## src/common/sdram_settings.svh

```systemverilog
/* frame step map, cas latency, refresh interval
   and power-up countdown values */
`ifndef SDRAM_SETTINGS_SVH
`define SDRAM_SETTINGS_SVH

// fixed frame, two bank slots interleaved
`define SDRAM_FRAME_STEPS 8
`define SDRAM_CAS_LATENCY 3

// slot 0, banks 0/1 (rom, wram)
`define SDRAM_RAS0_STEP 3'd0
`define SDRAM_CAS0_STEP 3'd3 // tRCD of 3 clocks
`define SDRAM_CAP0_STEP 3'd7

// slot 1, bank 3 (vram), capture falls in the next frame
`define SDRAM_RAS1_STEP 3'd4
`define SDRAM_CAS1_STEP 3'd7
`define SDRAM_CAP1_STEP 3'd3

`define SDRAM_REFRESH_CYCLES 11'd1000 // 64ms / 8192 rows

// power-up countdown, one tick per frame
`define SDRAM_INIT_FRAMES    5'd31
`define SDRAM_INIT_PRECHARGE 5'd15
`define SDRAM_INIT_REFRESH_A 5'd10
`define SDRAM_INIT_REFRESH_B 5'd8
`define SDRAM_INIT_MODE      5'd2

// single writes, std op, cas 3, sequential, burst of 1
`define SDRAM_MODE_WORD {3'b000, 1'b1, 2'b00, 3'(`SDRAM_CAS_LATENCY), 1'b0, 3'b000}

`endif

```

## src/common/sdram_pkg.sv

```systemverilog
/* chip command encodings, client ids, frame step type
   and the memory / multiplexed address layouts */
package sdram_pkg;

	// {ncs, nras, ncas, nwe}
	typedef enum logic [3:0] {
		cmd_inhibit      = 4'b1111,
		cmd_nop          = 4'b0111,
		cmd_active       = 4'b0011,
		cmd_read         = 4'b0101,
		cmd_write        = 4'b0100,
		cmd_precharge    = 4'b0010,
		cmd_auto_refresh = 4'b0001,
		cmd_load_mode    = 4'b0000
	} sdram_cmd_t;

	typedef enum logic [1:0] {
		client_none,
		client_rom,
		client_wram,
		client_vram
	} client_t;

	typedef logic [2:0] frame_step_t;

	// byte address into the chip
	typedef struct packed {
		logic [1:0]  bank;
		logic [12:0] row;
		logic [8:0]  col;
		logic        byte_sel; // high lane when set
	} mem_addr_t;

	// a bus carries the row at activate, the column at read/write
	typedef union packed {
		logic [12:0] row; // also mode word, precharge-all
		struct packed {
			logic [1:0] unused_hi;
			logic       auto_pre;  // a10
			logic       unused_lo;
			logic [8:0] col;
		} cas;
	} sdram_a_u;

endpackage

```

## src/design/port_arbiter.sv

```systemverilog
/* slot candidate selection, toggle request bookkeeping,
   ack flipping and read data routing per client */
module port_arbiter
	import sdram_pkg::*;
(
	input  logic        clk,
	input  logic        init_n,
	input  logic [21:1] rom_addr,
	input  logic [15:0] rom_din,
	input  logic        rom_req,
	input  logic        rom_we,
	input  logic [21:0] wram_addr,
	input  logic [7:0]  wram_din,
	input  logic        wram_req,
	input  logic        wram_we,
	input  logic [15:1] vram_addr,
	input  logic [15:0] vram_din,
	input  logic        vram_req,
	input  logic        vram_we,
	// from command_issue
	input  logic        take0, take1,
	input  logic        wr_done0, wr_done1,
	input  logic        rd_done0, rd_done1,
	input  logic [15:0] rd_data,
	// offers
	output logic        slot0_valid,
	output mem_addr_t   slot0_addr,
	output logic        slot0_we,
	output logic [15:0] slot0_din,
	output logic [1:0]  slot0_mask, // byte enables {hi, lo}
	output logic        slot1_valid,
	output mem_addr_t   slot1_addr,
	output logic        slot1_we,
	output logic [15:0] slot1_din,
	output logic [1:0]  slot1_mask,
	// client returns
	output logic [15:0] rom_dout,
	output logic        rom_ack,
	output logic [15:0] wram_dout,
	output logic        wram_ack,
	output logic [15:0] vram_dout,
	output logic        vram_ack
);

	logic      rom_state, wram_state, vram_state; // req as last taken
	logic      rom_pend, wram_pend, vram_pend;
	client_t   sel0;
	client_t   owner0, owner1;                      // who is in flight per slot
	mem_addr_t rom_word, wram_byte, vram_word;

	assign rom_pend  = rom_req ^ rom_state;
	assign wram_pend = wram_req ^ wram_state;
	assign vram_pend = vram_req ^ vram_state;

	// ----------------------------------------------------------
	// client regions
	assign rom_word  = {2'd0, 1'b0, rom_addr, 1'b0};   // bank 0, word aligned
	assign wram_byte = '{bank: 2'd0,
	                     row: 13'h080 + {1'b0, wram_addr[21:10]},
	                     col: wram_addr[9:1],
	                     byte_sel: wram_addr[0]};
	assign vram_word = {2'd3, 7'd0, vram_addr, 1'b0};  // bank 3

	// slot 0, rom first
	always_comb begin
		sel0       = client_none;
		slot0_addr = rom_word;
		slot0_we   = rom_we;
		slot0_din  = rom_din;
		slot0_mask = 2'b11;
		if (rom_pend) begin
			sel0 = client_rom;
		end else if (wram_pend) begin
			sel0       = client_wram;
			slot0_addr = wram_byte;
			slot0_we   = wram_we;
			slot0_din  = {wram_din, wram_din}; // same byte on both lanes
			if (wram_we)
				slot0_mask = wram_addr[0] ? 2'b10 : 2'b01;
		end
	end

	assign slot0_valid = (sel0 != client_none);

	// slot 1 has only vram
	assign slot1_valid = vram_pend;
	assign slot1_addr  = vram_word;
	assign slot1_we    = vram_we;
	assign slot1_din   = vram_din;
	assign slot1_mask  = 2'b11;

	// ----------------------------------------------------------
	always_ff @(posedge clk or negedge init_n) begin
		if (!init_n) begin
			rom_state  <= 1'b0;
			wram_state <= 1'b0;
			vram_state <= 1'b0;
			owner0     <= client_none;
			owner1     <= client_none;
			rom_ack    <= 1'b0;
			wram_ack   <= 1'b0;
			vram_ack   <= 1'b0;
		end else begin
			if (take0) begin
				owner0 <= sel0;
				if (sel0 == client_rom)
					rom_state <= rom_req;
				if (sel0 == client_wram)
					wram_state <= wram_req;
			end
			if (take1) begin
				owner1     <= client_vram;
				vram_state <= vram_req;
			end
			// done strobes refer to the previous owner
			if (wr_done0 || rd_done0) begin
				case (owner0)
					client_rom:  rom_ack  <= ~rom_ack;
					client_wram: wram_ack <= ~wram_ack;
					default: ;
				endcase
			end
			if ((wr_done1 || rd_done1) && owner1 == client_vram)
				vram_ack <= ~vram_ack;
		end
	end

	// read data, wram write echo
	always_ff @(posedge clk) begin
		if (take0 && sel0 == client_wram && wram_we) begin
			if (wram_addr[0])
				wram_dout[15:8] <= wram_din;
			else
				wram_dout[7:0] <= wram_din;
		end
		if (rd_done0 && owner0 == client_rom)
			rom_dout <= rd_data;
		if (rd_done0 && owner0 == client_wram)
			wram_dout <= rd_data;
		if (rd_done1 && owner1 == client_vram)
			vram_dout <= rd_data;
	end

	// an ack only moves toward a waiting req
	assert property (@(posedge clk) disable iff (!init_n)
		$changed(rom_ack) |-> $past(rom_req != rom_ack));
	assert property (@(posedge clk) disable iff (!init_n)
		$changed(wram_ack) |-> $past(wram_req != wram_ack));
	assert property (@(posedge clk) disable iff (!init_n)
		$changed(vram_ack) |-> $past(vram_req != vram_ack));

endmodule

```

## config.mk

```make
export PLATFORM = sky130hd
export DESIGN_NAME = port_arbiter
export DESIGN_NICKNAME = d
export VERILOG_FILES = /design/src/common/sdram_settings.svh /design/src/common/sdram_pkg.sv /design/src/design/port_arbiter.sv
export SDC_FILE = /design/constraint.sdc
export NUM_CORES = 1
export LEC_CHECK = 0
export BUFFER_PORTS_ARGS = -buffer_cell sky130_fd_sc_hd__buf_2
export CORE_ASPECT_RATIO = 0.8
export CORE_MARGIN = 5
export CORE_UTILIZATION = 36
export CTS_BUF_LIST = sky130_fd_sc_hd__clkbuf_8
export DETAILED_ROUTE_END_ITERATION = 16
export GPL_ROUTABILITY_DRIVEN = 0
export GPL_TIMING_DRIVEN = 0
export PLACE_DENSITY = 0.86
export SKIP_LAST_GASP = 1
export SYNTH_ARGS = -nofsm -noshare
export SYNTH_HDL_FRONTEND = slang
export SYNTH_SLANG_ARGS = --single-unit
```

## constraint.sdc

```tcl
create_clock -name clk -period 1.7 [get_ports clk]
set_input_delay 0.34 -clock clk [delete_from_list [all_inputs] [get_ports clk]]
set_output_delay 0.34 -clock clk [all_outputs]
set_load 0.03 [all_outputs]
```

==> out/qor.csv <==
stage,metric,value,unit
worst_setup_path,required,1.36,ns
yosys,postSynthCellCount,230,
run_status,status,finished with violations,
yosys,synth_top_cells_by_area,"edfxtp_1, mux2_4, buf_4",
run_status,violations,negative setup slack,
routing,via_count,2720,
worst_setup_path,crit_path_cell_trace,xnor2_2 -> buf_4 -> and2b_2 -> buf_6 -> mux2_4 -> buf_6,
yosys,synth_warnings,0,
yosys,async_flop_share,15.8,%
clocking,cts_made_buffers,9,
yosys,synth_top_area_share,46.6,%
sta,fin_crit_sh,129,%
flow_run,max_cap_viol_count,0,
yosys,synthFlopType,edfxtp_1,
sta,setup_slack,-0.496,ns
power,max-vdd-ir-drop,506,uV
yosys,syn_avg_cell_area,13.4,sq um
sta,tightestPinTransition,0.847,ns
die,boundaryPins,269,
global_route,grt_pass1_wl,16300,microns
die,die_area,10500,sq um
global_route,grt_max_degree,17,
sta,clock.fmax,0.455,GHz
worst_setup_path,worstPathMaxFanout,7,
worst_setup_path,end_kind,output port,
worst_setup_path,worstSetupPathType,reg -> out,
worst_setup_path,slowest_stage,dfrtp_1,
clocking,cts_root_buf,clkbuf_8,
yosys,synth_edf_count,48,
yosys,yosysSeqAreaShare,53.9,%
worst_setup_path,critPathArrivalTime,1.86,ns
yosys,syn_area,3090,sq um
routing,via_per_inst,4.49,
routing,antenna_left,0,
sta,min_period,2.20,ns
global_route,grt_usage,20.7,%
sta,finClkSkew,0.0105,ns
die,fp.dieH,92.9,microns
final_layout,num-nets-final,617,
placed_design,dpl.hpwl,8690,microns
clocking,cts.htree.levels,3,
worst_setup_path,start_kind,flip-flop,
final_layout,area_delta_synth_final,66.2,%
clocking,clock_latency,0.32,ns
sta,slew_violations,0,
yosys,ys_seq_elements,57,
worst_setup_path,worstPathBufferInverterCount,3,
power,p_leak,2.62,nW
die,die_w,114,microns
die,core_area,8450,sq um
final_layout,drive_gt1_share,72.2,%
worst_setup_path,crit_family,buffers and inverters,
clocking,clk_path_buf_depth,2,
routing,drt-wirelength-per-cell,18.7,microns
yosys,synth_area_leader_cell,edfxtp_1,
power,power,0.00535,W
worst_setup_path,max_stage_delay,0.41,ns
clocking,path_clk_slew,0.07,ns
placed_design,pre_cts_ws,-0.323,ns
sta,rsz0062_at_grt,yes,
sta,setup_tns,-20.79,ns
routing,dr.first_iter.drc_count,75,
routing,finalWirelength,11400,microns
sta,final_hold_viol_count,0,
routing,first_pass_iters,4,
global_route,grt_pass1_vias,3024,
clocking,cts_tree,built,
yosys,ys_types,29,
hold_path,hp-class,in -> reg,
worst_setup_path,crit_top_cell,buf_6,
die,row_count,30,
routing,drc_errors,0,
global_route,antenna_found_initial,1,
sta,max-slew-margin-rel,43.5,%
die,start_util,36.6,%
sta,finalSetupViolCount,59,
placed_design,portBuffers,222,
global_route,overflow,0,
power,p_per_area,1040,nW/um^2
clocking,cts.sinks,57,
[per-layer routing]
metal  wire (microns)  global-route usage, %  vias up
li1                 -                      -     1259
met1             3480                   19.5     1286
met2             6570                   41.1      167
met3             1140                   8.03        8
met4              152                   5.11        0
met5                0                      0        -
[cells in the final DEF, fill, tap and decap left out, types with 2 or more instances in the layout]
cell type    n
buf_6       48
nand3_1      3
xnor2_1      3
dfrtp_1      9
clkinv_4     2
buf_8        2
xor2_1       4
conb_1      14
buf_4       50
and3b_1      2
xnor2_2      2
nand2_1     42
clkinv_2     2
edfxtp_1    48
buf_12       4
nor3b_1      2
buf_16       2
inv_1        3
a41o_4       2
clkbuf_8     9
mux2_4      37
mux2_2       4
buf_2      181
[layout make-up]
type / instances / area [sq um]
fillers: 634 / 3310
flip-flops and latches: 57 / 1670
repair buffers: 237 / 1590
multi-input cells: 130 / 1150
plain buffers: 51 / 407
well taps: 112 / 140
clock buffers: 9 / 124
clock inverters: 7 / 47.5
inverters: 2 / 7.51
diodes: 1 / 2.50
[sequential cells by signal (all words and copies together) (netlist names), 2 cells and up]
| name | count |
|---|---|
| wram_dout | 16 |
| vram_dout | 16 |
| owner0 | 2 |
| rom_dout | 16 |
[report_power, final]
group	internal, W	total (W)	leakage [nW]	switching, W
combinational	0.00116	0.00252	1.97	0.00136
clock	0.000527	0.00107	0.0908	0.000545
sequential	0.00169	0.00176	0.555	0.0000707
total	0.00337	0.00535	2.62	0.00198
[Yosys cell counts (2+ instances only)]
cell / count
a41o_1: 2
and3b_1: 2
buf_12: 3
buf_2: 2
buf_4: 46
buf_6: 2
conb_1: 2
dfrtp_1: 9
edfxtp_1: 48
inv_1: 2
mux2_2: 14
mux2_4: 27
nand2_1: 43
nand3_1: 5
nor2_1: 2
nor3b_1: 2
xnor2_1: 4
xor2_1: 4
[metrics by stage]
step | std cells | hold slack, ns | util (%) | area, sq um
6_report | 606 | 0.218 | 60.8 | 5130
5_1_grt | 606 | 0.184 | 60.8 | 5130
4_1_cts | 604 | 0.202 | 60.0 | 5060
3_5_place_dp | 576 | 0.205 | 52.1 | 4400
3_3_place_gp | 576 | 0.197 | 52.1 | 4400
2_1_floorplan | 242 | 0.0444 | - | 3150
[what timing repair did]
| action | in CTS | in global routing |
|---|---|---|
| cloned | 2 | 0 |
| resized for setup | 106 | 19 |
| hold buffers | 1 | 0 |
| setup buffers | 11 | 2 |
| hold endpoints to repair | 9 | 0 |
| setup endpoints to repair | 58 | 59 |
| pin swaps | 5 | 2 |
[worst paths after layout]
| kind | end | depth (start not counted) | slack, ns | start |
|---|---|---|---|---|
| min | vram_dout[15]$_DFFE_PP_ | 1 | 0.22 | rd_data[15] |
| min reg2reg | wram_ack$_DFFE_PN0P_ | 1 | 0.46 | wram_ack$_DFFE_PN0P_ |
| min in group asynchronous | wram_ack$_DFFE_PN0P_ | 2 | 0.39 | init_n |
| max in group asynchronous | owner0[0]$_DFFE_PN0P_ | 2 | 1.13 | init_n |
| max | slot0_addr[20] | 6 | -0.50 | rom_state$_DFFE_PN0P_ |
| max reg2reg | wram_dout[11]$_DFFE_PP_ | 7 | -0.19 | rom_state$_DFFE_PN0P_ |
[logic make-up (layout without fill, tap and decap cells)]
group / count (synthesis) / in the layout / share of synthesized area (%)
xor+xnor: 9 / 9 / 2.79
compound gates: 4 / 4 / 1.05
simple gates: 60 / 60 / 8.62
other cells: 2 / 15 / 0.243
fa+ha+maj: 1 / 1 / 0.405
buf+inv: 55 / 306 / 14.4
flops: 57 / 57 / 53.9
mux: 42 / 42 / 18.5
(Power assumes the default switching activity.)
