--- src/common/sdram_settings.svh ---
/* frame step map, cas latency, refresh interval
   and power-up countdown values */
`ifndef SDRAM_SETTINGS_SVH
`define SDRAM_SETTINGS_SVH

// fixed frame, two bank slots interleaved
`define SDRAM_FRAME_STEPS 8
`define SDRAM_CAS_LATENCY 3

// slot 0, banks 0/1 (rom, wram)
`define SDRAM_RAS0_STEP 3'd0
`define SDRAM_CAS0_STEP 3'd3 // tRCD of 3 clocks
`define SDRAM_CAP0_STEP 3'd7

// slot 1, bank 3 (vram), capture falls in the next frame
`define SDRAM_RAS1_STEP 3'd4
`define SDRAM_CAS1_STEP 3'd7
`define SDRAM_CAP1_STEP 3'd3

`define SDRAM_REFRESH_CYCLES 11'd1000 // 64ms / 8192 rows

// power-up countdown, one tick per frame
`define SDRAM_INIT_FRAMES    5'd31
`define SDRAM_INIT_PRECHARGE 5'd15
`define SDRAM_INIT_REFRESH_A 5'd10
`define SDRAM_INIT_REFRESH_B 5'd8
`define SDRAM_INIT_MODE      5'd2

// single writes, std op, cas 3, sequential, burst of 1
`define SDRAM_MODE_WORD {3'b000, 1'b1, 2'b00, 3'(`SDRAM_CAS_LATENCY), 1'b0, 3'b000}

`endif

--- src/common/sdram_pkg.sv ---
/* chip command encodings, client ids, frame step type
   and the memory / multiplexed address layouts */
package sdram_pkg;

	// {ncs, nras, ncas, nwe}
	typedef enum logic [3:0] {
		cmd_inhibit      = 4'b1111,
		cmd_nop          = 4'b0111,
		cmd_active       = 4'b0011,
		cmd_read         = 4'b0101,
		cmd_write        = 4'b0100,
		cmd_precharge    = 4'b0010,
		cmd_auto_refresh = 4'b0001,
		cmd_load_mode    = 4'b0000
	} sdram_cmd_t;

	typedef enum logic [1:0] {
		client_none,
		client_rom,
		client_wram,
		client_vram
	} client_t;

	typedef logic [2:0] frame_step_t;

	// byte address into the chip
	typedef struct packed {
		logic [1:0]  bank;
		logic [12:0] row;
		logic [8:0]  col;
		logic        byte_sel; // high lane when set
	} mem_addr_t;

	// a bus carries the row at activate, the column at read/write
	typedef union packed {
		logic [12:0] row; // also mode word, precharge-all
		struct packed {
			logic [1:0] unused_hi;
			logic       auto_pre;  // a10
			logic       unused_lo;
			logic [8:0] col;
		} cas;
	} sdram_a_u;

endpackage

--- src/design/command_issue.sv ---
/* chip command sequencing for init, slot accesses and refresh
   plus data bus, masks and read capture */
`include "sdram_settings.svh"

module command_issue
	import sdram_pkg::*;
(
	input  logic        clk,
	input  logic        init_n,
	input  frame_step_t step,
	input  logic        init,
	input  logic [4:0]  init_count,
	input  logic        need_refresh,
	input  logic        slot0_valid,
	input  mem_addr_t   slot0_addr,
	input  logic        slot0_we,
	input  logic [15:0] slot0_din,
	input  logic [1:0]  slot0_mask,
	input  logic        slot1_valid,
	input  mem_addr_t   slot1_addr,
	input  logic        slot1_we,
	input  logic [15:0] slot1_din,
	input  logic [1:0]  slot1_mask,
	input  logic [15:0] sdram_dq_in,
	output logic        take0, take1,
	output logic        wr_done0, wr_done1,
	output logic        rd_done0, rd_done1,
	output logic [15:0] rd_data,
	output logic        refresh_issued,
	output sdram_cmd_t  cmd,
	output sdram_a_u    sdram_a,
	output logic [1:0]  sdram_ba,
	output logic [1:0]  sdram_dqm,
	output logic [15:0] dq_out,
	output logic        dq_oe
);

	// read masks open the step after cas
	localparam frame_step_t ds0_step = `SDRAM_CAS0_STEP + 3'd1;
	localparam frame_step_t ds1_step = `SDRAM_CAS1_STEP + 3'd1;

	logic        act0, act1;         // offer taken this frame
	logic        we0, we1;
	logic        rd_pend0, rd_pend1; // read out, data not yet in
	logic        cas0, cas1;
	logic        refresh_hold;       // keeps slot 0 off after refresh
	mem_addr_t   addr0, addr1;
	logic [15:0] din0, din1;
	logic [1:0]  mask0, mask1;

	assign take0 = !init && !refresh_hold && step == `SDRAM_RAS0_STEP && slot0_valid;
	assign take1 = !init && step == `SDRAM_RAS1_STEP && slot1_valid;
	assign cas0  = step == `SDRAM_CAS0_STEP && act0;
	assign cas1  = step == `SDRAM_CAS1_STEP && act1;
	assign wr_done0 = cas0 && we0;
	assign wr_done1 = cas1 && we1;

	// refresh in the slot 1 activate step, both slots idle
	assign refresh_issued = !init && step == `SDRAM_RAS1_STEP && need_refresh &&
		!slot1_valid && !act0;

	// ----------------------------------------------------------
	always_ff @(posedge clk or negedge init_n) begin
		if (!init_n) begin
			cmd          <= cmd_inhibit;
			sdram_dqm    <= 2'b11;
			dq_oe        <= 1'b0;
			act0         <= 1'b0;
			act1         <= 1'b0;
			rd_pend0     <= 1'b0;
			rd_pend1     <= 1'b0;
			rd_done0     <= 1'b0;
			rd_done1     <= 1'b0;
			refresh_hold <= 1'b0;
		end else begin
			cmd       <= cmd_nop;
			sdram_dqm <= 2'b11;
			dq_oe     <= 1'b0;
			rd_done0  <= step == `SDRAM_CAP0_STEP && rd_pend0;
			rd_done1  <= step == `SDRAM_CAP1_STEP && rd_pend1;
			if (init) begin
				if (step == `SDRAM_RAS0_STEP) begin
					case (init_count)
						`SDRAM_INIT_PRECHARGE: cmd <= cmd_precharge;
						`SDRAM_INIT_REFRESH_A: cmd <= cmd_auto_refresh;
						`SDRAM_INIT_REFRESH_B: cmd <= cmd_auto_refresh;
						`SDRAM_INIT_MODE:      cmd <= cmd_load_mode;
						default: ;
					endcase
				end
			end else begin
				// ras steps
				if (step == `SDRAM_RAS0_STEP)
					act0 <= take0;
				if (step == `SDRAM_RAS1_STEP) begin
					act1         <= take1;
					refresh_hold <= refresh_issued;
				end
				if (take0 || take1)
					cmd <= cmd_active;
				if (refresh_issued)
					cmd <= cmd_auto_refresh;

				// cas steps, auto precharge always set
				if (cas0) begin
					cmd      <= we0 ? cmd_write : cmd_read;
					rd_pend0 <= !we0;
					if (we0) begin
						dq_oe     <= 1'b1;
						sdram_dqm <= ~mask0;
					end
				end else if (step == `SDRAM_CAP0_STEP) begin
					rd_pend0 <= 1'b0;
				end
				if (cas1) begin
					cmd      <= we1 ? cmd_write : cmd_read;
					rd_pend1 <= !we1;
					if (we1) begin
						dq_oe     <= 1'b1;
						sdram_dqm <= ~mask1;
					end
				end else if (step == `SDRAM_CAP1_STEP) begin
					rd_pend1 <= 1'b0;
				end

				if (step == ds0_step && rd_pend0)
					sdram_dqm <= 2'b00;
				if (step == ds1_step && rd_pend1)
					sdram_dqm <= 2'b00;
			end
		end
	end

	// ----------------------------------------------------------
	// address, bank, write data and access latches
	always_ff @(posedge clk) begin
		if (init && step == `SDRAM_RAS0_STEP) begin
			if (init_count == `SDRAM_INIT_PRECHARGE)
				sdram_a.row <= 13'h0400;       // a10, all banks
			if (init_count == `SDRAM_INIT_MODE) begin
				sdram_a.row <= `SDRAM_MODE_WORD;
				sdram_ba    <= 2'd0;
			end
		end
		if (take0) begin
			addr0       <= slot0_addr;
			we0         <= slot0_we;
			din0        <= slot0_din;
			mask0       <= slot0_mask;
			sdram_a.row <= slot0_addr.row;
			sdram_ba    <= slot0_addr.bank;
		end
		if (take1) begin
			addr1       <= slot1_addr;
			we1         <= slot1_we;
			din1        <= slot1_din;
			mask1       <= slot1_mask;
			sdram_a.row <= slot1_addr.row;
			sdram_ba    <= slot1_addr.bank;
		end
		if (cas0) begin
			sdram_a.cas <= '{unused_hi: 2'b00, auto_pre: 1'b1, unused_lo: 1'b0,
			                 col: addr0.col};
			sdram_ba    <= addr0.bank;
			if (we0)
				dq_out <= din0;
		end
		if (cas1) begin
			sdram_a.cas <= '{unused_hi: 2'b00, auto_pre: 1'b1, unused_lo: 1'b0,
			                 col: addr1.col};
			sdram_ba    <= addr1.bank;
			if (we1)
				dq_out <= din1;
		end
		// registered dq sample at the capture step
		if ((step == `SDRAM_CAP0_STEP && rd_pend0) || (step == `SDRAM_CAP1_STEP && rd_pend1))
			rd_data <= sdram_dq_in;
	end

	// accesses wait for the whole power-up sequence
	assert property (@(posedge clk) disable iff (!init_n)
		init |=> !(cmd inside {cmd_active, cmd_read, cmd_write}));

	// bus driven only under a write command
	assert property (@(posedge clk) disable iff (!init_n)
		dq_oe |-> cmd == cmd_write);

endmodule

--- config.mk ---
export PLATFORM = sky130hd
export DESIGN_NAME = command_issue
export DESIGN_NICKNAME = d
export VERILOG_FILES = /design/src/common/sdram_pkg.sv /design/src/design/command_issue.sv
export VERILOG_INCLUDE_DIRS = /design/src /design/src/common
export SDC_FILE = /design/constraint.sdc
export NUM_CORES = 1
export LEC_CHECK = 0
export BUFFER_PORTS_ARGS = -buffer_cell sky130_fd_sc_hd__buf_4
export CAP_MARGIN = 20
export CORE_ASPECT_RATIO = 0.75
export CORE_MARGIN = 8
export CORE_UTILIZATION = 48
export DETAILED_ROUTE_END_ITERATION = 6
export GPL_TIMING_DRIVEN = 0
export PLACE_DENSITY = 0.86
export RECOVER_POWER = 50
export SYNTH_ARGS = -nofsm -noshare
export SYNTH_HDL_FRONTEND = slang
export SYNTH_SLANG_ARGS = --single-unit
export TNS_END_PERCENT = 30
--- constraint.sdc ---
create_clock -name clk -period 2.2 [get_ports clk]
set_clock_uncertainty 0.2 [all_clocks]
set_input_delay 0.44 -clock clk [delete_from_list [all_inputs] [get_ports clk]]
set_output_delay 0.44 -clock clk [all_outputs]
set_load 0.01 [all_outputs]
==> flow_summary.toml, run 1 <==
[timing]
slew_headroom_pct = 45.3
rsz0062_at_grt = "yes"
max_freq_ghz = 0.433
slew_violations = 0
whs_ns = 0.0301
worst_pin_slew_ns = 0.821
period_needed_ns = 2.31
layout_setup_ws_ns = -0.110
setup_violations = 4
finalHoldViolations = 0
finalCritPeriodShare_pct = 105

[finish]
nets = 711
area_growth_pct = 69.1
stdcell_area_mm2 = 0.00767
drive_above_1_share_pct = 42.7
finalNonFillerCells = 735

[die]
start_util_pct = 49.7
dieArea_mm2 = 0.0128
num_io_pins = 179
die_x_um = 128
core_area_mm2 = 0.00912
row_count = 30
chipHeight_um = 100

[clock_network]
root_buffer = "clkbuf_16"
cts_max_path_buffers = 2
htree_levels = 4
cts_buffers = 17
tritoncts = "yes"
worstSkewPairLatency_ns = 0.41
clock_sinks = 121
path_clk_slew_ns = 0.06

[pwr]
p_per_area_mw_per_mm2 = 882
leakagePower_nw = 3.18
ir_drop_mv = 0.779

[detailed_routing]
drt_wl_total_um = 17300
viasPerCell = 5.59
avgRoutedWirePerCell_um = 23.6
drc = 0
drt_iter0_drc = 388
ant_nets = 0
dr_total_vias = 4106
first_pass_iters = 6

[run]
drv_cap = 0

[run_status]
violations = "setup timing"
status = "finished with violations"

[critical_path]
path_class = "primary input to output pin"
worst_ep_required_time_ns = 1.56
cp.arrival_ns = 1.67
critPathMaxFanout = 5
cp-end-kind = "output pin"
setup.worst_path.start_class = "primary input"

[global_routing]
grt_max_degree = 21
antenna_found_initial = 1
grt_pass1_vias = 4306
grt_overflow = 0
grt_pass1_wl_um = 24400
grt_use_total_pct = 25.5

[yosys]
synth_area_leaders = "edfxtp_1 58%, dfxtp_1 8.8%, dfrtp_1 4.4%, nand2_1 3.9%, a22oi_1 3.6%"
syn_area_mm2 = 0.00453
synth_edf_count = 87
synth_most_common_cell = "edfxtp_1"
ys_types = 46
syn_area_per_cell_um2 = 14.6
ys_ff_latch = 121
syn_inst = 311
synth_nets = 429
async_flop_share_pct = 11.6
synth_commonest_cells = "87 x edfxtp_1, 47 x nand2_1, 22 x a22oi_1, 20 x dfxtp_1, 17 x nor2_1"
ys_warn_count = 0
synth_top_area_share_pct = 57.6
synth_top_cell_by_area = "edfxtp_1"
ys_seq_area_share_pct = 74.4
synth_top_flop_cell = "edfxtp_1"

[placement]
post_dp_cell_area_mm2 = 0.00602
gp_congestion = 0.826
dpl.cell_count = 616
io_buffers = 176
dp_hpwl_um = 9160

[hold_path]
hp-class = "primary input to flop"
-- layer usage --
layer  track usage [%]  vias to the layer above  routed length [µm]
li1                  -                     1759                   -
met1              28.8                     1989                6360
met3              8.37                       45                1810
met5                 0                        -                   0
met2              43.4                      313                8700
met4              11.4                        0                 458
-- cell usage in the layout (no fill, tap or decap), types with 4 or more instances in the layout --
cell type      Yosys  routed
a211oi_1           4       4
a21o_1             4       4
a221oi_1           9       9
a22oi_1           22      22
buf_4              3     114
buf_6              2       6
bufbuf_16          0       4
clkbuf_1           3      11
clkbuf_16          0      18
clkbuf_4           1      70
dfrtp_1            8       6
dfstp_2            6       6
dfxtp_1           20      20
dlygate4sd3_1      0      65
edfxtp_1          87      87
mux2i_1            5       5
nand2_1           47      46
nor2_1            17      17
nor3_1             6       6
o21ai_0            5       5
o21ai_1           11      11
-- final cells by class --
cell class	instances	area (µm²)
flip-flops and latches	121	3370
repair buffers	265	2240
fillers	437	1450
multi-input cells	170	1070
clock buffers	19	464
clock inverters	13	165
plain buffers	13	164
well taps	128	160
inverters	5	21.3
diodes	1	2.50
-- cells by family (layout without fill, tap and decap cells) --
family,after synthesis,count (layout),share of synthesized area (%)
AOI/OAI and AO/OA,68,68,10.9
buffers and inverters,20,315,2.48
DFF,121,121,74.4
muxes,5,5,1.10
other,1,2,0.0827
and+or+nand+nor,96,96,11.1
-- critical path, stage by stage --
cell     delay (ns)
buf_8          0.07
buf_6          0.10
inv_4          0.04
or4_4          0.54
nor4b_4        0.29
buf_4          0.18
-- registers in the layout, summed over array words and instances, names as in the netlist, 2 cells and up --
register,cells
din0,16
din1,16
dq_out,16
rd_data,16
sdram_a,13
addr0,11
addr1,11
cmd,4
mask0,2
mask1,2
sdram_ba,2
sdram_dqm,2
-- repair_timing --
action / CTS / global route
hold endpoints to repair: 71 / 7
setup endpoints to repair: 10 / 5
cloned: 4 / 0
gates resized for setup: 31 / 6
pin swaps: 5 / 4
setup buffers: 15 / 4
hold buffers: 58 / 7
-- power by group --
part,leakage (nW),internal (mW),switching [mW]
sequential,1.12,2.66,0.125
combinational,1.75,0.526,0.475
clock,0.304,1.89,1.09
total,3.18,5.08,1.69
-- stage by stage --
step                      utilization, %  total power, mW  worst slack [ns]  setup TNS, ns
after floorplan                        -             3.09           -0.0114         -0.182
after detailed placement            66.0             3.60            -0.653         -25.93
final                               84.1             6.76            -0.110         -0.157
after global placement              66.0             3.56            -0.641         -30.11
after global routing                84.1             6.93            -0.129         -0.337
after CTS                           83.0             6.64            -0.167         -0.247
-- worst paths after layout --
| check | slack, ns | endpoint | startpoint | depth (start not counted) |
|---|---|---|---|---|
| max in group asynchronous | 0.78 | act0 | init_n | 2 |
| worst max-delay path | -0.11 | refresh_issued | step[2] | 6 |
| min in group asynchronous | 0.45 | rd_pend0 | init_n | 2 |
| worst min register to register | 0.25 | dq_out[6] | dq_out[6] | 2 |
| worst min-delay path | 0.03 | din0[7] | slot0_din[7] | 1 |
| worst max register to register | 0.08 | dq_out[5] | act0 | 6 |
Power figures use the tool's default switching activity.
==> run 2: changes to the inputs <==
- BUFFER_PORTS_ARGS: -buffer_cell sky130_fd_sc_hd__buf_4 -> -buffer_cell sky130_fd_sc_hd__buf_2
==> run 2 against run 1 <==
  * The run still ends with setup timing left
  * Register-to-register slack about the same
  * Sequential share of layout area up 3.2 points
  * Wire length shrank 11%
  * Final area decreased by 6.8%
  * First-iteration DRC count decreased by 26%
  * Clock power decreased by 6%
  * Maximum frequency down 0.58%
  * Critical path type unchanged
  * Largest cell class unchanged
==> flow_summary.toml, run 2 (synthesized netlist as in run 1, its figures left out) <==
[run_status]
status = "finished with violations"
violations = "setup timing"

[clock_network]
htree_levels = 4
tritoncts = "yes"
root_buffer = "clkbuf_16"
clock_sinks = 121
path_clk_slew_ns = 0.05
cts_buffers = 17
worstSkewPairLatency_ns = 0.41
cts_max_path_buffers = 2

[global_routing]
grt_max_degree = 21
grt_pass1_vias = 4017
antenna_found_initial = 0
grt_pass1_wl_um = 21700
grt_overflow = 0
grt_use_total_pct = 22.7

[finish]
multi_input_area_mm2 = 0.00109
layout_common_cells = "161 x buf_2, 87 x edfxtp_1, 46 x nand2_1"
drive_above_1_share_pct = 45.2
insertedDiodeCount = 0
fill_cells = 549
nets = 704
final-seq-area_mm2 = 0.00337
mostFrequentLayoutCell = "buf_2"
area_growth_pct = 57.7

[critical_path]
critPathMaxFanout = 5
cp-end-kind = "output pin"
r2r-end = "dq_out[12]"
cp.arrival_ns = 1.68
worst_ep_required_time_ns = 1.56
setup.worst_path.start_class = "primary input"
path_cells = "buf_8 > buf_6 > inv_4 > or4_4 > nor4b_4 > buf_2"
path_class = "primary input to output pin"
r2r_cells = 6
crit_slowest_cell = "or4_4"
r2r_start = "act0"
ff2ff_setup_slack_ns = 0.09
cp_top_family = "simple AND/OR/NAND/NOR gates"
cp_num_buf_inv = 4
critPathMaxStageDelay_ns = 0.54

[placement]
io_buffers = 176
preCtsSetupSlack_ns = -0.708
dp_hpwl_um = 8730
gp_congestion = 0.861

[detailed_routing]
drt_wl_total_um = 15400
viasPerCell = 5.41
avgRoutedWirePerCell_um = 21.2
dr_total_vias = 3932
wl_met1_um = 5620
met3_length_um = 1800
ant_nets = 0
top_layer = "met4"
met2_length_um = 7680
first_pass_iters = 5
drc = 0
drt_iter0_drc = 289

[run]
drv_cap = 0

[timing]
slew_headroom_pct = 45.2
rsz0062_at_grt = "yes"
finalCritPeriodShare_pct = 106
period_needed_ns = 2.32
slew_violations = 0
setup_violations = 12
max_freq_ghz = 0.430
finalHoldViolations = 0
layout_setup_ws_ns = -0.123
worst_pin_slew_ns = 0.822
whs_ns = 0.00335

[pwr]
ir_drop_mv = 0.598
seqPwrFrac_pct = 43.3
internal-power_mw = 4.85
combPwrFrac_pct = 12.9
clkPwrFrac_pct = 43.8
leakagePower_nw = 3.04
switching_share_pct = 24.1
p_sw_mw = 1.54
p_per_area_mw_per_mm2 = 895

[hold_path]
hp-class = "primary input to flop"
worstHoldStart = "sdram_dq_in[2]"
hold_depth = 1
hold_end = "rd_data[2]"

[die]
start_util_pct = 49.7
num_io_pins = 179
row_count = 30
chipHeight_um = 100
die_x_um = 128
dieArea_mm2 = 0.0128
core_area_mm2 = 0.00912
run 2: per-stage QoR:
step | utilization (%) | std cells | power, mW | setup TNS, ns | area (µm²)
after detailed placement | 61.2 | 616 | 3.45 | -26.07 | 5580
after floorplan | - | 311 | 3.09 | -0.182 | 4540
final | 78.4 | 727 | 6.39 | -0.619 | 7150
after CTS | 75.5 | 697 | 6.31 | -0.238 | 6890
after global placement | 61.1 | 615 | 3.41 | -30.04 | 5580
after global routing | 78.4 | 727 | 6.59 | -2.33 | 7150
run 2: layout make-up:
type	count	share of cell area, %
flip-flops and latches	121	47.2
repair buffers	258	24.2
multi-input cells	170	15.2
clock buffers	23	6.84
plain buffers	13	2.49
well taps	128	2.24
clock inverters	9	1.56
inverters	5	0.298
run 2: per-layer routing:
metal,GRT usage (%),vias up
met5,0,-
met4,8.65,0
met3,8.37,32
met2,38.0,292
met1,26.0,1869
li1,-,1739
run 2: power by group through the flow:
stage          Combinational (mW)  Sequential [mW]  Clock (mW)
5_1_grt                     0.893             2.78        2.92
3_3_place_gp                0.625             2.79           0
3_5_place_dp                0.654             2.80           0
2_1_floorplan               0.220             2.87           0
4_1_cts                     0.759             2.75        2.80
6_report                    0.826             2.77        2.80
run 2: worst max-delay path by stage:
stage             from              to  slack [ns]  depth (start not counted)
4_1_cts        step[0]  refresh_issued       -0.14                          5
2_1_floorplan  step[1]      rd_data[0]       -0.01                          3
3_5_place_dp   step[0]           take1       -0.71                          8
3_3_place_gp   step[0]           take1       -0.65                          8
6_report       step[2]  refresh_issued       -0.12                          6
5_1_grt        step[2]  refresh_issued       -0.18                          6
run 2: repair_timing:
action | 4_1_cts | 5_1_grt
endpoints found under the hold margin | 43 | 5
buffers inserted | 12 | 24
endpoints found under the setup margin | 10 | 14
cloned | 3 | 1
hold buffers | 36 | 5
gates resized for setup | 39 | 7
pin swaps | 7 | 7
