<file path="config.mk">
export PLATFORM = sky130hd
export DESIGN_NAME = frame_timer
export DESIGN_NICKNAME = d
export VERILOG_FILES = /design/src/common/sdram_pkg.sv /design/src/design/frame_timer.sv
export VERILOG_INCLUDE_DIRS = /design/src /design/src/common
export SDC_FILE = /design/constraint.sdc
export NUM_CORES = 1
export LEC_CHECK = 0
export CAP_MARGIN = 20
export CORE_MARGIN = 2
export CORE_UTILIZATION = 43
export DETAILED_ROUTE_END_ITERATION = 16
export DONT_BUFFER_PORTS = 1
export GPL_ROUTABILITY_DRIVEN = 0
export MAX_ROUTING_LAYER = met4
export SLEW_MARGIN = 15
export SYNTH_ARGS = -nofsm -noshare
export SYNTH_HDL_FRONTEND = slang
export SYNTH_SLANG_ARGS = --single-unit
</file>
<file path="constraint.sdc">
create_clock -name clk -period 2.05 [get_ports clk]
set_clock_uncertainty 0.05 [all_clocks]
set_input_delay 0.205 -clock clk [delete_from_list [all_inputs] [get_ports clk]]
set_output_delay 0.205 -clock clk [all_outputs]
set_load 0.01 [all_outputs]
</file>
<file path="src/common/sdram_settings.svh">
/* frame step map, cas latency, refresh interval
   and power-up countdown values */
`ifndef SDRAM_SETTINGS_SVH
`define SDRAM_SETTINGS_SVH

// fixed frame, two bank slots interleaved
`define SDRAM_FRAME_STEPS 8
`define SDRAM_CAS_LATENCY 3

// slot 0, banks 0/1 (rom, wram)
`define SDRAM_RAS0_STEP 3'd0
`define SDRAM_CAS0_STEP 3'd3 // tRCD of 3 clocks
`define SDRAM_CAP0_STEP 3'd7

// slot 1, bank 3 (vram), capture falls in the next frame
`define SDRAM_RAS1_STEP 3'd4
`define SDRAM_CAS1_STEP 3'd7
`define SDRAM_CAP1_STEP 3'd3

`define SDRAM_REFRESH_CYCLES 11'd1000 // 64ms / 8192 rows

// power-up countdown, one tick per frame
`define SDRAM_INIT_FRAMES    5'd31
`define SDRAM_INIT_PRECHARGE 5'd15
`define SDRAM_INIT_REFRESH_A 5'd10
`define SDRAM_INIT_REFRESH_B 5'd8
`define SDRAM_INIT_MODE      5'd2

// single writes, std op, cas 3, sequential, burst of 1
`define SDRAM_MODE_WORD {3'b000, 1'b1, 2'b00, 3'(`SDRAM_CAS_LATENCY), 1'b0, 3'b000}

`endif

</file>
<file path="src/common/sdram_pkg.sv">
/* chip command encodings, client ids, frame step type
   and the memory / multiplexed address layouts */
package sdram_pkg;

	// {ncs, nras, ncas, nwe}
	typedef enum logic [3:0] {
		cmd_inhibit      = 4'b1111,
		cmd_nop          = 4'b0111,
		cmd_active       = 4'b0011,
		cmd_read         = 4'b0101,
		cmd_write        = 4'b0100,
		cmd_precharge    = 4'b0010,
		cmd_auto_refresh = 4'b0001,
		cmd_load_mode    = 4'b0000
	} sdram_cmd_t;

	typedef enum logic [1:0] {
		client_none,
		client_rom,
		client_wram,
		client_vram
	} client_t;

	typedef logic [2:0] frame_step_t;

	// byte address into the chip
	typedef struct packed {
		logic [1:0]  bank;
		logic [12:0] row;
		logic [8:0]  col;
		logic        byte_sel; // high lane when set
	} mem_addr_t;

	// a bus carries the row at activate, the column at read/write
	typedef union packed {
		logic [12:0] row; // also mode word, precharge-all
		struct packed {
			logic [1:0] unused_hi;
			logic       auto_pre;  // a10
			logic       unused_lo;
			logic [8:0] col;
		} cas;
	} sdram_a_u;

endpackage

</file>
<file path="src/design/frame_timer.sv">
/* frame step counter, power-up countdown
   and refresh interval timer */
`include "sdram_settings.svh"

module frame_timer
	import sdram_pkg::*;
(
	input  logic        clk,
	input  logic        init_n,
	input  logic        refresh_issued, // restarts the interval
	output frame_step_t step,
	output logic        init,
	output logic [4:0]  init_count,
	output logic        need_refresh
);

	localparam frame_step_t last_step = 3'(`SDRAM_FRAME_STEPS - 1);

	logic [10:0] ref_count; // clocks since last refresh

	// ----------------------------------------------------------
	always_ff @(posedge clk or negedge init_n) begin
		if (!init_n) begin
			step <= '0;
		end else if (step == last_step) begin
			step <= '0;            // frame wrap
		end else begin
			step <= step + 3'd1;
		end
	end

	// countdown ticks once per frame, init drops a clock after 0
	always_ff @(posedge clk or negedge init_n) begin
		if (!init_n) begin
			init_count <= `SDRAM_INIT_FRAMES;
			init       <= 1'b1;
		end else begin
			if (step == last_step && init_count != 5'd0)
				init_count <= init_count - 5'd1;
			init <= (init_count != 5'd0);
		end
	end

	// ----------------------------------------------------------
	always_ff @(posedge clk or negedge init_n) begin
		if (!init_n) begin
			ref_count    <= '0;
			need_refresh <= 1'b0;
		end else if (init || refresh_issued) begin
			ref_count    <= '0;
			need_refresh <= 1'b0;
		end else if (ref_count == `SDRAM_REFRESH_CYCLES) begin
			need_refresh <= 1'b1;  // count parks here until served
		end else begin
			ref_count <= ref_count + 11'd1;
		end
	end

	// no refresh demand may leak into the init sequence
	assert property (@(posedge clk) disable iff (!init_n)
		init |-> !need_refresh);

endmodule

</file>
==> reports/results.txt, run 1 <==
status - completed
Async SR Flop Fraction - 100%
grt ovf - 0
Die Span Y - 52.8 microns
Peak supply drop - 0.000335 V
post-synth top area cell - dfrtp_1
antenna violations before repair - 0
Starting DRT DRC Count - 6
die width - 52.8 microns
largest net degree at the start of global routing - 22
die area - 2790 sq um
min cycle time layout - 1.83 ns
top-count cell post-synth - dfrtp_1
CTS clk-pin slew, worst paths - 0.11 ns
Critical Path, Cell by Cell - inv_1 > ha_1 > nor4b_1 > a311oi_1 > o21a_1
via/cell ratio - 5.71
worst rel slew slack - 52.9%
CTS Root Cell - clkbuf_4
CTS tree - yes
placed cell count - 122
Largest delay share family, worst path - simple AND/OR/NAND/NOR gates
FP Rows - 17
Mapped Cells - 96
vias after detailed routing - 731
synth top area cells - dfrtp_1 37%, dfstp_2 15%, ha_1 7.3%
Clk Latency, worst-skew pair - 0.29 ns
post-DP HPWL - 1370 microns
area grow syn2layout - 7.69%
post_cts resized - 0
Final nets - 110
Post-Syn Area - 1020 sq um
grt peak-use layer - met2
Post-synth top cells - 15 x dfrtp_1, 7 x inv_1
Final Hold Viols - 0
slowest stage delay, CP - 0.58 ns
Final ANT Viol Nets - 0
Fill cells - 223
period utilization - 89.4%
leakage power - 0.000446 uW
layout cells sized above 1 - 11.0%
Mean Syn Cell Area - 10.7 sq um
n_diodes - 0
PortBufs - 0
IO Count - 13
Total GRT Usage - 17.5%
Net Count, Synth - 105
setup_tns - 0 ns
clk sinks - 21
Worst Slack Setup Final - 0.218 ns
Bufs on Longest Clock Path - 2
drt drc - 0
data required time at the worst endpoint - 2.20 ns
PD cells - 600 nW/um^2
first-pass GRT wire length - 3460 microns
WL/cell - 14.7 microns
detailed-router iteration count before antenna repair - 5
total power draw - 662 uW
grt met2 use - 28.5%
Core Box Area - 2230 sq um
Starting Density - 45.9%
cts bufs inserted - 3
met1 Use GR - 20.5%
WL final - 1880 microns
CP Data Arrival Time - 1.98 ns
Crit Path Max Fanout - 5
share of the synthesized area in the top cell type - 36.6%
flop2flop setup slack - 0.22 ns
Util after Layout - 49.4%
synth unique cells - 30
GR Layer Usage met3 - 4.86%
Synth warnings - 0
Worst Tran Pin Value - 0.696 ns
final non-filler cell total - 128
FMAX - 546 MHz
Setup CP Type - reg2reg
max-cap violations - 0
Critical Path Sink Type - flop
Setup WS pre-CTS - 0.271 ns
final setup fails - 0
Seq/Total Area, Yosys - 52.0%
max-slew violation count - 0
prevailing post-synth register cell - dfrtp_1
post-synthesis register bit count - 21
Bufs and invs on worst path - 1
Worst Hold Class - in2reg
H-Tree Depth - 1
Startpoint Class - flop
EDFF count, synth - 0
vias in the first global route - 757
critical path's slowest cell - nor4b_1
RSZ-0062 raised after global routing - false
[area by class of cell]
cell class	count	area [sq um]	area share, %
Clock buffer	4	26.3	2.38
Timing Repair Buffer	2	25.0	2.27
Multi-Input combinational cell	66	458	41.5
Inverter	7	26.3	2.38
Tap cell	28	35.0	3.17
Sequential cell	21	533	48.3
[worst paths after layout]
kind,cells past startpoint,to,startpoint
max in group asynchronous,2,init_count[0]$_DFFE_PN1P_,init_n
setup reg to reg,5,ref_count[2]$_DFFE_PN0P_,ref_count[0]$_DFFE_PN0P_
hold reg to reg,1,step[0]$_DFF_PN0_,step[0]$_DFF_PN0_
min in group asynchronous,1,ref_count[2]$_DFFE_PN0P_,init_n
hold / removal,2,ref_count[8]$_DFFE_PN0P_,refresh_issued
setup / recovery,5,ref_count[2]$_DFFE_PN0P_,ref_count[0]$_DFFE_PN0P_
[power by group]
part | switching [uW] | total (uW) | leakage [uW] | internal (uW)
clock network | 118 | 193 | 0.0000150 | 75.7
logic | 25.8 | 42.2 | 0.000166 | 16.4
registers | 7.15 | 427 | 0.000265 | 419
[registers in the layout (all words and copies together) (netlist names)]
register,flops
step,3
ref_count,11
init_count,5
need_refresh,1
init,1
[what timing repair did]
action | in CTS | in global routing
setup endpoints to repair | 0 | 0
buffers inserted | 0 | 0
hold buffers | 1 | 0
endpoints found under the hold margin | 21 | 0
[cell usage in the layout (no fill, tap or decap), types with 2 or more instances in the layout]
cell type   n
clkbuf_4    3
o31ai_1     4
or3_1       3
nor3_1      2
or4_1       3
a21oi_1     6
inv_1       7
nand2_1     3
ha_1        6
or4b_1      2
dfrtp_1    15
xnor2_1     5
nor2_1      6
nand3_1     5
dfstp_2     6
nand4_1     5
o21ai_0     2
a31oi_1     2
[cell families after synthesis]
family	Yosys count	share of synthesized area [%]
buf+inv	9	3.30
flops	21	52.0
fa+ha+maj	6	7.33
simple gates	35	19.9
xor+xnor	6	5.13
mux	1	0.977
compound gates	18	11.4
[layer usage]
metal  wire length, microns  vias to the layer above
met2                    928                       15
met1                    864                      350
met4                     14                        0
li1                       -                      364
met5                      0                        -
met3                     71                        2
[stage by stage]
step	area [sq um]	hold slack, ns
final	1100	0.0222
after global routing	1100	0.0141
after CTS	1090	0.0120
after detailed placement	1050	-0.140
after global placement	1050	-0.140
after floorplan	1020	-0.141
Note: power is estimated with default switching activity, not from simulation.
==> run 2: changes to the inputs <==
--- a/config.mk
+++ b/config.mk
@@ -6,6 +6,7 @@
 export SDC_FILE = /design/constraint.sdc
 export NUM_CORES = 1
 export LEC_CHECK = 0
+export ABC_AREA = 1
 export CAP_MARGIN = 20
 export CORE_MARGIN = 2
 export CORE_UTILIZATION = 43
==> run 2 against run 1 <==
Effect of this change: synthesized area increased by 13%; clock power is 7% higher; maximum frequency is 24% higher; count of clock-buffer cells in the layout down 1; setup slack gained 0.36 ns; routed wire length rose by 13%; utilization is 0.35 points lower; combinational power about the same; flip-flop and latch count unchanged; first-iteration DRC count rose to 5.5 times the previous value; critical path type unchanged; largest cell class unchanged.
==> reports/results.txt, run 2 <==
switching fraction of total power - 24.7% (was 22.8%)
drt drc - 0 (unchanged)
WL final - 2110 microns (was 1880 microns)
Net Count, Synth - 147 (was 105)
period utilization - 71.8% (was 89.4%)
share of the synthesized area in the top cell type - 32.5% (was 36.6%)
min cycle time layout - 1.47 ns (was 1.83 ns)
Seq/Total Area, Yosys - 46.1% (was 52.0%)
CTS Root Cell - clkbuf_4 (unchanged)
detailed-router iteration count before antenna repair - 4 (was 5)
layout cells sized above 1 - 16.8% (was 11.0%)
Worst Tran Pin Value - 0.443 ns (was 0.696 ns)
max-slew violation count - 0 (unchanged)
FMAX - 680 MHz (was 546 MHz)
grt ovf - 0 (unchanged)
n_diodes - 0 (unchanged)
critical path's slowest cell - dfstp_2 (was nor4b_1)
Crit Path Max Fanout - 7 (was 5)
Die Span Y - 55.9 microns (was 52.8 microns)
Bufs on Longest Clock Path - 2 (unchanged)
Critical Path, Cell by Cell - inv_1 > ha_1 > nand3_1 > nand2_2 > o21ai_0 > nand2_1 (was inv_1 > ha_1 > nor4b_1 > a311oi_1 > o21a_1)
combinational share of power - 6.2% (was 6.4%)
PD cells - 547 nW/um^2 (was 600 nW/um^2)
Starting Density - 45.8% (was 45.9%)
Setup CP Type - reg2reg (unchanged)
Worst Setup SP - init_count[0]$_DFFE_PN1P_ (was ref_count[0]$_DFFE_PN0P_)
antenna violations before repair - 0 (unchanged)
vias after detailed routing - 859 (was 731)
status - completed (unchanged)
CP Data Arrival Time - 1.67 ns (was 1.98 ns)
Post-Syn Area - 1160 sq um (was 1020 sq um)
IO Count - 13 (unchanged)
Critical Path Sink - init_count[2]$_DFFE_PN1P_ (was ref_count[2]$_DFFE_PN0P_)
RSZ-0062 raised after global routing - false (unchanged)
setup_tns - 0 ns (unchanged)
Post-synth top cells - 30 x nand2_1, 20 x inv_1, 17 x nor2_1, 15 x dfrtp_1, 15 x nand3_1 (was 15 x dfrtp_1, 7 x inv_1)
Final Hold Viols - 0 (unchanged)
Core Box Area - 2520 sq um (was 2230 sq um)
number of cells on the critical path - 6 (was 5)
Largest register FFs - 11 (unchanged)
most frequent cells in the layout - 30 x nand2_1, 20 x inv_1, 17 x nor2_1 (was 15 x dfrtp_1, 7 x inv_1)
PortBufs - 0 (unchanged)
Register Area - 533 sq um (unchanged)
final setup fails - 0 (unchanged)
vias in the first global route - 826 (was 757)
largest registers - ref_count (11), init_count (5), step (3) (unchanged)
cts bufs inserted - 3 (unchanged)
die width - 55.9 microns (was 52.8 microns)
synth unique cells - 21 (was 30)
Startpoint Class - flop (unchanged)
CTS clk-pin slew, worst paths - 0.12 ns (was 0.11 ns)
post-synth top area cell - dfrtp_1 (unchanged)
max-cap violations - 0 (unchanged)
Setup Fix Bufs, Post-CTS - 0 (unchanged)
flop2flop setup slack - 0.58 ns (was 0.22 ns)
largest net degree at the start of global routing - 22 (unchanged)
prevailing post-synth register cell - dfrtp_1 (unchanged)
slowest stage delay, CP - 0.58 ns (about the same)
first-pass GRT wire length - 3750 microns (was 3460 microns)
Internal - 509 uW (was 511 uW)
sequential share of power - 63.2% (was 64.4%)
Synth warnings - 0 (unchanged)
Async SR Flop Fraction - 100% (unchanged)
WL/cell - 12.2 microns (was 14.7 microns)
Fill cells - 242 (was 223)
Hold WS - 0.0986 ns (was 0.0222 ns)
switching power - 167 uW (was 151 uW)
worst rel slew slack - 70.4% (was 52.9%)
H-Tree Depth - 1 (unchanged)
Final ANT Viol Nets - 0 (unchanged)
cells on worst reg2reg path - 6 (was 5)
top-count cell post-synth - nand2_1 (was dfrtp_1)
Most flops, register - ref_count (unchanged)
Worst Hold Class - in2reg (unchanged)
Mean Syn Cell Area - 8.38 sq um (was 10.7 sq um)
multi-input logic area - 529 sq um (was 458 sq um)
FP Rows - 18 (was 17)
commonest non-fill, non-tap cell in the layout - nand2_1 (was dfrtp_1)
Largest delay share family, worst path - flip-flops (was simple AND/OR/NAND/NOR gates)
Bufs and invs on worst path - 1 (unchanged)
FF-to-FF End - init_count[2]$_DFFE_PN1P_ (was ref_count[2]$_DFFE_PN0P_)
Starting DRT DRC Count - 33 (was 6)
data required time at the worst endpoint - 2.25 ns (was 2.20 ns)
post-DP HPWL - 1570 microns (was 1370 microns)
Critical Path Sink Type - flop (unchanged)
Total GRT Usage - 15.7% (was 17.5%)
area grow syn2layout - 7.03% (was 7.69%)
Final nets - 153 (was 110)
EDFF count, synth - 0 (unchanged)
RR Startpoint - init_count[0]$_DFFE_PN1P_ (was ref_count[0]$_DFFE_PN0P_)
Mapped Cells - 138 (was 96)
via/cell ratio - 4.97 (was 5.71)
Peak supply drop - 0.000578 V (was 0.000335 V)
synth top area cells - dfrtp_1 32%, dfstp_2 14%, nand2_1 9.7% (was dfrtp_1 37%, dfstp_2 15%, ha_1 7.3%)
clk sinks - 21 (unchanged)
die area - 3120 sq um (was 2790 sq um)
CTS tree - yes (unchanged)
post_cts resized - 0 (unchanged)
post-synthesis register bit count - 21 (unchanged)
Clk Latency, worst-skew pair - 0.31 ns (was 0.29 ns)
Clk pwr share - 30.5% (was 29.2%)
leakage power - 0.000613 uW (was 0.000446 uW)
## run 2: changes by cell type after synthesis, moves of 3 or more
cell	previous run	this run
nand2_1	3	30
inv_1	7	20
nor2_1	6	17
nand3_1	5	15
nand4_1	5	0
nor2_4	0	4
o31ai_1	4	0
xnor2_1	5	1
nand3_2	0	3
or3_1	3	0
or4_1	3	0
## run 2: timing repair
action,CTS,global route
setup endpoints to repair,0,0
endpoints found under the hold margin,21,0
hold buffers,1,0
## run 2: power groups by stage
| stage | clock network (uW) | logic [uW] | registers (uW) |
|---|---|---|---|
| 6_report | 207 | 42.1 | 428 |
| 2_1_floorplan | 0 | 29.8 | 431 |
| 3_3_place_gp | 0 | 29.9 | 435 |
| 5_1_grt | 236 | 48.7 | 429 |
| 4_1_cts | 214 | 41.1 | 428 |
| 3_5_place_dp | 0 | 31.2 | 435 |
## run 2: worst min-delay path by stage
stage,from,end,slack (ns),cells after the start
global route,refresh_issued,ref_count[0]$_DFFE_PN0P_,0.11,3
CTS,refresh_issued,ref_count[6]$_DFFE_PN0P_,0.11,3
finish,refresh_issued,ref_count[6]$_DFFE_PN0P_,0.1,3
global placement,init_n,ref_count[5]$_DFFE_PN0P_,-0.14,0
floorplan,init_n,need_refresh$_DFFE_PN0P_,-0.14,0
detailed placement,init_n,ref_count[5]$_DFFE_PN0P_,-0.14,0
## run 2: tightest hold or removal path: cells and delay by family
family	cells	cell delay (ns)
AO/OA/AOI/OAI	2	0.14
AND/OR/NAND/NOR	1	0.09
## run 2: cells by family (layout without fill, tap and decap cells)
kind of cell | after synthesis | count (layout) | synth area share (%)
AND/OR/NAND/NOR | 74 | 74 | 31.4
AO/OA/AOI/OAI | 10 | 10 | 4.87
flip-flops | 21 | 21 | 46.1
buffers and inverters | 23 | 28 | 8.12
adder cells (fa/ha/maj) | 6 | 6 | 6.49
XOR/XNOR | 4 | 4 | 3.03
## run 2: area by class of cell
cell class                 count  area share (%)
inverter                      21            6.37
timing repair buffer           3            2.33
sequential                    21            43.1
clock inverter                 1           0.607
clock buffer                   3            1.82
tap                           30            3.03
multi-input combinational     94            42.8
## run 2: metrics by stage
stage / setup slack [ns] / total power (uW) / utilization [%] / std cells / area [sq um]
after CTS: 0.588 / 683 / 48.6 / 172 / 1230
after detailed placement: 0.606 / 467 / 47.0 / 167 / 1190
final: 0.578 / 676 / 49.1 / 173 / 1240
after floorplan: 0.722 / 461 / - / 138 / 1160
after global routing: 0.463 / 714 / 49.1 / 173 / 1240
after global placement: 0.674 / 465 / 47.0 / 167 / 1190
## run 2: layer usage
metal / GRT usage (%) / up-vias / share of wire [%]
li1: - / 441 / -
met4: 2.04 / 0 / 0.47
met5: - / - / 0
met2: 25.9 / 25 / 48
met3: 5.35 / 2 / 5.5
met1: 19.3 / 391 / 46
==> run 3: changes to the inputs <==
--- a/config.mk
+++ b/config.mk
@@ -6,7 +6,7 @@
 export SDC_FILE = /design/constraint.sdc
 export NUM_CORES = 1
 export LEC_CHECK = 0
-export ABC_AREA = 1
+export ABC_AREA = 0
 export CAP_MARGIN = 20
 export CORE_MARGIN = 2
 export CORE_UTILIZATION = 43
==> constraint.sdc (replaced) <==
create_clock -name clk -period 1.2 [get_ports clk]
set_clock_uncertainty 0.05 [all_clocks]
set_input_delay 0.12 -clock clk [delete_from_list [all_inputs] [get_ports clk]]
set_output_delay 0.12 -clock clk [all_outputs]
set_load 0.01 [all_outputs]
==> run 3 against run 2 <==
Effect of this change: the flow now finishes with violations (setup timing); count of clock-buffer cells in the layout unchanged; critical path type unchanged; worst hold slack worse by 0.045 ns; clock power increased by 75%; non-clock buffer count is 34 higher.
==> reports/results.txt, run 3 (synthesis results as in run 1) <==
Largest delay share family, worst path - simple AND/OR/NAND/NOR gates (was flip-flops)
period utilization - 134% (was 71.8%)
setup_tns - -4.45 ns (was 0 ns)
Most flops, register - ref_count (unchanged)
failing checks - setup timing
WL final - 2680 microns (was 2110 microns)
IO Count - 13 (unchanged)
Final Hold Viols - 0 (unchanged)
most frequent cells in the layout - 26 x buf_4, 14 x dfrtp_1, 8 x buf_6 (was 30 x nand2_1, 20 x inv_1, 17 x nor2_1)
Clk Latency, worst-skew pair - 0.32 ns (was 0.31 ns)
area grow syn2layout - 51.6% (was 7.03%)
Final nets - 145 (was 153)
Critical Path Sink Type - flop (unchanged)
Startpoint Class - flop (unchanged)
min cycle time layout - 1.60 ns (was 1.47 ns)
vias in the first global route - 902 (was 826)
grt ovf - 0 (unchanged)
worst rel slew slack - 67.4% (was 70.4%)
critical path's slowest cell - or4b_4 (was dfstp_2)
Total GRT Usage - 22.2% (was 15.7%)
status - finished with violations (was completed)
CTS Root Cell - clkbuf_4 (unchanged)
PD cells - 819 nW/um^2 (was 547 nW/um^2)
drt drc - 0 (unchanged)
layout cells sized above 1 - 52.6% (was 16.8%)
n_diodes - 0 (unchanged)
WL/cell - 16.5 microns (was 12.2 microns)
Starting DRT DRC Count - 21 (was 33)
Core Box Area - 2230 sq um (was 2520 sq um)
Critical Path, Cell by Cell - inv_2 > ha_4 > or4b_4 > nor4_1 > nor3_1 (was inv_1 > ha_1 > nand3_1 > nand2_2 > o21ai_0 > nand2_1)
final setup fails - 18 (was 0)
post-route cell area - 1550 sq um (was 1240 sq um)
total power draw - 1270 uW (was 676 uW)
Peak supply drop - 0.000524 V (was 0.000578 V)
leakage power - 0.000680 uW (was 0.000613 uW)
die width - 52.8 microns (was 55.9 microns)
largest net degree at the start of global routing - 22 (unchanged)
Setup CP Type - reg2reg (unchanged)
Setup WS pre-CTS - -0.431 ns (was 0.606 ns)
Worst Tran Pin Value - 0.488 ns (was 0.443 ns)
first-pass GRT wire length - 4190 microns (was 3750 microns)
cts bufs inserted - 3 (unchanged)
Worst Slack Setup Final - -0.403 ns (was 0.578 ns)
PortBufs - 0 (unchanged)
data required time at the worst endpoint - 1.36 ns (was 2.25 ns)
FMAX - 624 MHz (was 680 MHz)
Area after DPL - 1270 sq um (was 1190 sq um)
slowest stage delay, CP - 0.48 ns (was 0.58 ns)
via/cell ratio - 5.67 (was 4.97)
FP Rows - 17 (was 18)
commonest non-fill, non-tap cell in the layout - buf_4 (was nand2_1)
max-slew violation count - 0 (unchanged)
Final ANT Viol Nets - 0 (unchanged)
H-Tree Depth - 1 (unchanged)
clk sinks - 21 (unchanged)
post-DP HPWL - 1610 microns (was 1570 microns)
die area - 2790 sq um (was 3120 sq um)
Bufs and invs on worst path - 1 (unchanged)
flop2flop setup slack - -0.40 ns (was 0.58 ns)
Util after Layout - 69.6% (was 49.1%)
RSZ-0062 raised after global routing - true (was false)
Fill cells - 150 (was 242)
Worst Hold Class - in2reg (unchanged)
max-cap violations - 0 (unchanged)
Starting Density - 45.9% (was 45.8%)
Crit Path Max Fanout - 2 (was 7)
Largest register FFs - 11 (unchanged)
largest registers - ref_count (11), init_count (5), step (3) (unchanged)
CTS tree - yes (unchanged)
detailed-router iteration count before antenna repair - 4 (unchanged)
CTS clk-pin slew, worst paths - 0.12 ns (about the same)
Die Span Y - 52.8 microns (was 55.9 microns)
antenna violations before repair - 0 (unchanged)
Bufs on Longest Clock Path - 2 (unchanged)
CP Data Arrival Time - 1.76 ns (was 1.67 ns)
vias after detailed routing - 924 (was 859)
## run 3: area by class of cell
cell class,instances,area [sq um],share of cell area (%)
multi-input cells,66,611,39.3
clock inverters,1,5.00,0.322
flip-flops and latches,21,534,34.4
inverters,7,26.3,1.69
clock buffers,3,22.5,1.45
repair buffers,37,320,20.6
well taps,28,35.0,2.25
## run 3: power breakdown
part           internal, uW  switching, uW  leakage (uW)  total (uW)
clock network           125            237     0.0000177         362
registers               717           9.08      0.000263         726
logic                  97.9           86.4      0.000399         184
## run 3: through the flow
step,instances,hold WS [ns]
3_3_place_gp,149,-0.225
3_5_place_dp,149,-0.225
4_1_cts,157,0.0547
2_1_floorplan,96,-0.226
6_report,163,0.0539
5_1_grt,163,0.0586
## run 3: routing by layer
metal	up-vias	share of wire (%)	GRT usage, %
li1	435	-	-
met1	454	40	25.5
met2	21	51	34.8
met3	14	5.0	5.43
met4	0	4.0	13.2
met5	-	0	-
## run 3: final timing paths
path                                               start                         to  cells after the start
worst min-delay path                      refresh_issued   ref_count[1]$_DFFE_PN0P_                      2
max in group asynchronous                         init_n  init_count[1]$_DFFE_PN1P_                      2
min in group asynchronous                         init_n   ref_count[8]$_DFFE_PN0P_                      1
worst max-delay path            ref_count[0]$_DFFE_PN0P_   ref_count[0]$_DFFE_PN0P_                      5
worst max register to register  ref_count[0]$_DFFE_PN0P_   ref_count[0]$_DFFE_PN0P_                      5
worst min register to register         step[1]$_DFF_PN0_          step[1]$_DFF_PN0_                      1
## run 3: what timing repair did
| action | in CTS | in global routing |
|---|---|---|
| pin swaps | 7 | 8 |
| resized for setup | 13 | 21 |
| endpoints found under the hold margin | 23 | 0 |
| cloned | 0 | 0 |
| hold buffers | 2 | 0 |
| setup endpoints to repair | 17 | 22 |
| buffers inserted | 2 | 5 |
## run 3: worst reg2reg max path, cell delays in order, from the launching register on
cell	delay [ns]
dfrtp_1	0.42
inv_2	0.08
ha_4	0.13
or4b_4	0.48
nor4_1	0.24
nor3_1	0.09
